--- config.mk ---
export PLATFORM = sky130hd
export DESIGN_NAME = icache_ctrl_flat
export DESIGN_NICKNAME = d
export VERILOG_FILES = /design/src/icache_pkg.sv /design/src/icache_lookup_if.sv /design/src/icache_ctrl.sv /design/src/flat_wrapper.sv
export VERILOG_INCLUDE_DIRS = /design/src /design/src/src
export SDC_FILE = /design/constraint.sdc
export NUM_CORES = 1
export LEC_CHECK = 0
export BUFFER_PORTS_ARGS = -buffer_cell sky130_fd_sc_hd__buf_2
export CAP_MARGIN = 20
export CORE_AREA = 2 2 172 174
export DETAILED_ROUTE_END_ITERATION = 10
export DIE_AREA = 0 0 174 176
export GPL_ROUTABILITY_DRIVEN = 0
export PLACE_DENSITY = 0.6
export SLEW_MARGIN = 0
export SYNTH_ARGS = -nofsm -noshare
export SYNTH_HDL_FRONTEND = slang
export SYNTH_SLANG_ARGS = --single-unit
--- constraint.sdc ---
create_clock -name clk -period 2.55 [get_ports clk]
set_input_delay 0 -clock clk [delete_from_list [all_inputs] [get_ports clk]]
set_output_delay 0 -clock clk [all_outputs]
set_load 0.02 [all_outputs]
--- src/icache_defs.svh ---
//--------------------------------------------------------------------------
// Instruction cache geometry and bus width constants
//--------------------------------------------------------------------------

`ifndef ICACHE_DEFS_SVH
`define ICACHE_DEFS_SVH

// Byte address and data word widths
`define ICACHE_ADDR_W          16
`define ICACHE_WORD_W          32

// Line and array geometry, 1 KB in total
`define ICACHE_WORDS_PER_LINE  4
`define ICACHE_SETS            16
`define ICACHE_WAYS            4

`endif

--- src/icache_pkg.sv ---
//--------------------------------------------------------------------------
// Instruction cache types: address fields, way, LRU age, line, word
// and the controller state encoding
//--------------------------------------------------------------------------

`include "icache_defs.svh"

package icache_pkg;

    // Field widths derived from the geometry
    localparam int word_bytes = `ICACHE_WORD_W / 8;
    localparam int offset_w   = $clog2(`ICACHE_WORDS_PER_LINE * word_bytes);
    localparam int sel_w      = $clog2(`ICACHE_WORDS_PER_LINE);
    localparam int index_w    = $clog2(`ICACHE_SETS);
    localparam int tag_w      = `ICACHE_ADDR_W - index_w - offset_w;
    localparam int way_w      = $clog2(`ICACHE_WAYS);

    typedef logic [`ICACHE_ADDR_W-1:0]                        addr_t;
    typedef logic [tag_w-1:0]                                 tag_t;
    typedef logic [index_w-1:0]                               index_t;
    typedef logic [sel_w-1:0]                                 word_sel_t;
    typedef logic [way_w-1:0]                                 way_t;
    typedef logic [way_w-1:0]                                 lru_age_t;
    typedef logic [`ICACHE_WORDS_PER_LINE*`ICACHE_WORD_W-1:0] line_t;
    typedef logic [`ICACHE_WORD_W-1:0]                        word_t;

    typedef enum logic [1:0] {
        st_idle,
        st_check,
        st_fill,
        st_respond
    } ctrl_state_t;

endpackage

--- src/icache_lookup_if.sv ---
//--------------------------------------------------------------------------
// Lookup bus between the cache controller and the tag and LRU store
//--------------------------------------------------------------------------

interface icache_lookup_if
    import icache_pkg::*;
();

    // Set and tag of the request held by the controller
    index_t index;
    tag_t   tag;

    // Lookup result, combinational from index and tag
    logic   hit;
    way_t   hit_way;
    way_t   victim_way;

    // Update strobes, applied at the next edge
    logic   touch;
    logic   fill;

    modport ctrl (
        output index,
        output tag,
        output touch,
        output fill,
        input  hit,
        input  hit_way,
        input  victim_way
    );

    modport store (
        input  index,
        input  tag,
        input  touch,
        input  fill,
        output hit,
        output hit_way,
        output victim_way
    );

endinterface

--- src/icache_ctrl.sv ---
//--------------------------------------------------------------------------
// Cache controller: request/response handshake, lookup FSM,
// fill sequencing and hit/miss counters
//--------------------------------------------------------------------------

`include "icache_defs.svh"

module icache_ctrl
    import icache_pkg::*;
(
    input  logic        clk,
    input  logic        rst_n,
    input  logic        req_valid,
    input  addr_t       req_addr,
    input  logic        line_done,
    input  line_t       fill_line,
    input  word_t       rd_word,
    output logic        req_ready,
    output logic        resp_valid,
    output word_t       resp_data,
    output logic        fill_start,
    output addr_t       fill_base,
    output logic        wr_en,
    output way_t        wr_way,
    output line_t       wr_line,
    output way_t        rd_way,
    output word_sel_t   rd_sel,
    output logic [31:0] hit_count,
    output logic [31:0] miss_count,
    icache_lookup_if.ctrl lookup
);

    ctrl_state_t state;
    addr_t       addr_q;
    way_t        victim_q;
    logic        from_fill;
    word_t       miss_word;
    word_sel_t   word_sel;
    logic        fill_done;

    // Address fields of the accepted request
    assign lookup.tag   = addr_q[`ICACHE_ADDR_W-1 -: tag_w];
    assign lookup.index = addr_q[offset_w +: index_w];
    assign word_sel     = addr_q[offset_w-1 -: sel_w];

    assign fill_done    = (state == st_fill) && line_done;
    assign lookup.touch = (state == st_check) && lookup.hit;
    assign lookup.fill  = fill_done;

    assign req_ready  = (state == st_idle);
    assign fill_start = (state == st_check) && !lookup.hit;
    assign fill_base  = {addr_q[`ICACHE_ADDR_W-1:offset_w], {offset_w{1'b0}}};

    // Data store side
    assign wr_en   = fill_done;
    assign wr_way  = victim_q;
    assign wr_line = fill_line;
    assign rd_way  = lookup.hit_way;
    assign rd_sel  = word_sel;

    assign resp_data = from_fill ? miss_word : rd_word;

    always_ff @(posedge clk or negedge rst_n) begin
        if (!rst_n) begin
            state      <= st_idle;
            addr_q     <= '0;
            victim_q   <= '0;
            from_fill  <= 1'b0;
            resp_valid <= 1'b0;
            hit_count  <= '0;
            miss_count <= '0;
        end else begin
            resp_valid <= 1'b0;
            case (state)
                st_idle: begin
                    if (req_valid) begin
                        addr_q <= req_addr;
                        state  <= st_check;
                    end
                end
                st_check: begin
                    if (lookup.hit) begin
                        hit_count  <= hit_count + 32'd1;
                        from_fill  <= 1'b0;
                        resp_valid <= 1'b1;
                        state      <= st_respond;
                    end else begin
                        miss_count <= miss_count + 32'd1;
                        victim_q   <= lookup.victim_way;
                        state      <= st_fill;
                    end
                end
                st_fill: begin
                    if (line_done) begin
                        from_fill  <= 1'b1;
                        resp_valid <= 1'b1;
                        state      <= st_respond;
                    end
                end
                default: begin
                    state <= st_idle;
                end
            endcase
        end
    end

    // Requested word taken straight from the incoming line
    always_ff @(posedge clk) begin
        if (fill_done) begin
            miss_word <= fill_line[word_sel*`ICACHE_WORD_W +: `ICACHE_WORD_W];
        end
    end

    a_resp_single: assert property (
        @(posedge clk) disable iff (!rst_n) resp_valid |=> !resp_valid
    ) else $error("resp_valid high for two cycles");

endmodule

--- src/flat_wrapper.sv ---
// flat-port wrapper written by rule: the top's interface ports become plain ports
module icache_ctrl_flat import icache_pkg::*;
  (clk, rst_n, req_valid, req_addr, line_done, fill_line, rd_word, req_ready, resp_valid, resp_data, fill_start, fill_base, wr_en, wr_way, wr_line, rd_way, rd_sel, hit_count, miss_count, lookup_index, lookup_tag, lookup_touch, lookup_fill, lookup_hit, lookup_hit_way, lookup_victim_way);
  icache_lookup_if lookup_i ();
  input  logic clk;
  input  logic rst_n;
  input  logic req_valid;
  input  addr_t req_addr;
  input  logic line_done;
  input  line_t fill_line;
  input  word_t rd_word;
  output logic req_ready;
  output logic resp_valid;
  output word_t resp_data;
  output logic fill_start;
  output addr_t fill_base;
  output logic wr_en;
  output way_t wr_way;
  output line_t wr_line;
  output way_t rd_way;
  output word_sel_t rd_sel;
  output logic [31:0] hit_count;
  output logic [31:0] miss_count;
  output wire logic [$bits(lookup_i.index)-1:0] lookup_index;
  output wire logic [$bits(lookup_i.tag)-1:0] lookup_tag;
  output wire logic [$bits(lookup_i.touch)-1:0] lookup_touch;
  output wire logic [$bits(lookup_i.fill)-1:0] lookup_fill;
  input wire logic [$bits(lookup_i.hit)-1:0] lookup_hit;
  input wire logic [$bits(lookup_i.hit_way)-1:0] lookup_hit_way;
  input wire logic [$bits(lookup_i.victim_way)-1:0] lookup_victim_way;
  assign lookup_index = lookup_i.index;
  assign lookup_tag = lookup_i.tag;
  assign lookup_touch = lookup_i.touch;
  assign lookup_fill = lookup_i.fill;
  assign lookup_i.hit = lookup_hit;
  assign lookup_i.hit_way = lookup_hit_way;
  assign lookup_i.victim_way = lookup_victim_way;
  icache_ctrl u_core (.clk(clk), .rst_n(rst_n), .req_valid(req_valid), .req_addr(req_addr), .line_done(line_done), .fill_line(fill_line), .rd_word(rd_word), .req_ready(req_ready), .resp_valid(resp_valid), .resp_data(resp_data), .fill_start(fill_start), .fill_base(fill_base), .wr_en(wr_en), .wr_way(wr_way), .wr_line(wr_line), .rd_way(rd_way), .rd_sel(rd_sel), .hit_count(hit_count), .miss_count(miss_count), .lookup(lookup_i));
endmodule
==> out/results.tsv <==
stage	metric	value	unit
route	routed wire length	27400	um
route	Initial DRC Count	331	
synthesis	Synth Warn #	0	
pwr	Sw Ratio	37.8	%
clocking	Root Buffer	clkbuf_16	
placement	DP Wirelength	22200	um
global_route	All-Layer GR Usage	17.3	%
floorplan	width of the die	174	um
pwr	Clock power frac	25.4	%
clocking	CTS tree	built	
final_layout	fill count	2923	
timing	period utilization	89.6	%
route	met2 wire length	13500	um
synthesis	post-synthesis cell count	574	
global_route	largest net degree at the start of global routing	48	
clocking	H-tree level count	4	
global_route	first-pass GRT wire length	38900	um
job	total of max-cap violations	0	
critical_path	Startpoint Class	flip-flop	
synthesis	Post-synth ARST share	72.4	%
route	DR WL/cell	20.3	um
final_layout	NumNets Final	1142	
route	top sig layer	met5	
global_route	initial antenna violation count	8	
route	drt via density	4.40	
timing	RSZ-0062 raised after global routing	false	
synthesis	Yosys cell types	37	
pwr	pwr dens	884	mW/mm^2
timing	clk_skew	24.4	ps
clocking	Clock Sinks	116	
synthesis	Synth Area per Inst	12.2	um^2
route	drt drc	0	
critical_path	CP cell instances	buf_4 > mux4_2 > dlygate4sd3_1	
synthesis	Yosys reg bits	116	
final_layout	area of the multi-input gates	0.00270	mm^2
route	drt pass-1 iters	4	
clocking	maximum clock path buffer count	2	
timing	max_slew headroom	51.7	%
synthesis	sequential area share after synthesis	43.9	%
floorplan	area of the core	0.0285	mm^2
critical_path	Required @ worst endpoint	2710	ps
final_layout	commonest cells after routing, fill and taps aside	buf_2, dfrtp_1, dlygate4sd3_1, mux2_2, xnor2_1	
pwr	combinational share of power	41.9	%
route	metal3 WL	2110	um
timing	Fin. Hold Viols	0	
clocking	Worst-Skew Late Latency	410	ps
floorplan	Starting Density	24.4	%
critical_path	CP max stage delay	680	ps
synthesis	EDFF count, synth	32	
floorplan	Die Area	0.0306	mm^2
pwr	Internal	5420	uW
timing	Tmin final	2290	ps
clocking	cts bufs inserted	17	
final_layout	register area	0.00307	mm^2
pwr	maximum VDD drop	0.361	mV
pwr	Leakage	0.00483	uW
floorplan	IO Pins	449	
timing	Fmax	438	MHz
critical_path	kind of critical path	reg2reg	
timing	Worst Tran Pin Value	718	ps
placement	port buffer count	438	
hold_path	Min-Delay Path Class	in2out	
timing	Final Max Tran Viols	0	
route	wl on met1	10800	um
final_layout	synth-to-layout area growth	41.2	%
pwr	Power Total	8710	uW
final_layout	layout cells sized above 1	60.9	%
outcome	outcome	complete, no violations	
floorplan	die span in y	176	um
critical_path	critical path arrival	2440	ps
pwr	switching power	3290	uW
timing	Final setup viols	0	
critical_path	Critical Path Fanout Max	18	
route	vias	5944	
final_layout	commonest non-fill, non-tap cell in the layout	buf_2	
synthesis	Post-Syn Area	0.00698	mm^2
synthesis	leading register cell type out of synthesis	dfrtp_1	
global_route	GRT Residual Overflow	0	
critical_path	slowest CP cell	dfrtp_4	
clocking	clock-pin slew on the worst setup and hold paths	70	ps
timing	setup TNS	0	ps
route	ANT nets after route	0	
global_route	number of global-route vias before repair	5954	
pwr	Flop pwr share	32.7	%
critical_path	Setup crit end kind	flip-flop	
floorplan	# rows	62	
final_layout	Post-Route Utilization	34.5	%
[synthesized netlist by cell type (2+ instances only)]
cell	number	area [um^2]
buf_4	147	1100
dfrtp_1	84	2100
mux2_2	49	552
xnor2_1	43	377
edfxtp_1	32	961
mux4_2	32	721
nand4_1	29	181
nand2_1	28	105
xor2_1	19	166
nand3_1	18	90.1
clkbuf_1	12	45.0
nor2_1	12	45.0
inv_1	9	33.8
and3_1	8	50.1
ha_1	6	75.1
nor3_2	6	60.1
and2_1	5	31.3
buf_2	5	25.0
nor3_1	4	20.0
a31oi_1	3	18.8
and4_1	3	26.3
nor4_1	2	12.5
nor4_2	2	25.0
nor4_4	2	42.5
or2_2	2	12.5
[worst paths after layout]
check,start,endpoint,slack [ps],cells after the start
min in group asynchronous,rst_n,u_core.hit_count[28],160,2
max,u_core.addr_q[2],u_core.miss_word[15],260,3
max in group asynchronous,rst_n,u_core.hit_count[0],1650,3
min reg2reg,u_core.hit_count[31],u_core.hit_count[31],470,1
min,lookup_hit_way[0],rd_way[0],0.04,0
max reg2reg,u_core.addr_q[2],u_core.miss_word[15],260,3
[layout make-up]
| class | count | share of cell area [%] |
|---|---|---|
| Sequential cell | 116 | 31.2 |
| Timing Repair Buffer | 521 | 30.7 |
| Clock inverter | 15 | 1.12 |
| Clock buffer | 17 | 4.32 |
| Inverter | 9 | 0.343 |
| Antenna cell | 3 | 0.0762 |
| Multi-Input combinational cell | 286 | 27.4 |
| Tap cell | 384 | 4.88 |
[kinds of logic (layout without fill, tap and decap cells)]
family	Yosys count	after routing	share of synthesized area [%]
other cells	1	7	0.0538
buf+inv	175	562	17.5
simple gates	128	128	10.9
compound gates	5	5	0.466
xor+xnor	62	62	7.78
mux	81	81	18.2
flops	116	116	43.9
fa+ha+maj	6	6	1.08
[per-stage QoR]
| stage | cell area (um^2) | hold slack (ps) | std cells | setup slack (ps) |
|---|---|---|---|---|
| floorplan | 6990 | -296 | 577 | 567 |
| global placement | 8640 | 0.137 | 1249 | 482 |
| detailed placement | 8640 | 0.137 | 1249 | 416 |
| CTS | 9830 | 0.137 | 1347 | 88.1 |
| global route | 9850 | 0.0379 | 1350 | 178 |
| finish | 9850 | 0.0436 | 1351 | 265 |
[per-layer routing]
metal | vias to the layer above | track usage, %
met5 | - | 0
met4 | 12 | 6.34
met3 | 52 | 5.53
met2 | 282 | 28.6
met1 | 2947 | 21.2
li1 | 2651 | -
[registers in the layout, indices dropped and copies added, names as in the netlist]
register	flops
u_core.addr_q	14
u_core.hit_count	32
u_core.miss_count	32
u_core.from_fill	1
u_core.state	2
u_core.wr_way	2
u_core.resp_valid	1
u_core.miss_word	32
[power groups by stage]
stage	registers, uW	logic, uW	clock network, uW
2_1_floorplan	2840	2330	0
3_3_place_gp	2870	3340	0
3_5_place_dp	2900	3380	0
4_1_cts	2860	3690	2290
5_1_grt	2920	3880	2360
6_report	2850	3650	2210
[what timing repair did]
item / CTS / global route
hold buffers: 66 / 1
endpoints found under the setup margin: 0 / 1
gates resized for setup: 0 / 1
hold endpoints to repair: 90 / 1
buffers inserted: 0 / 0
[critical path, delay by kind of cell, from the launching register on]
kind | cells | cell delay (ps)
flip-flops | 1 | 680
multiplexers | 1 | 500
buffers and inverters | 2 | 830
No activity file was read; power rests on OpenSTA's default activity.
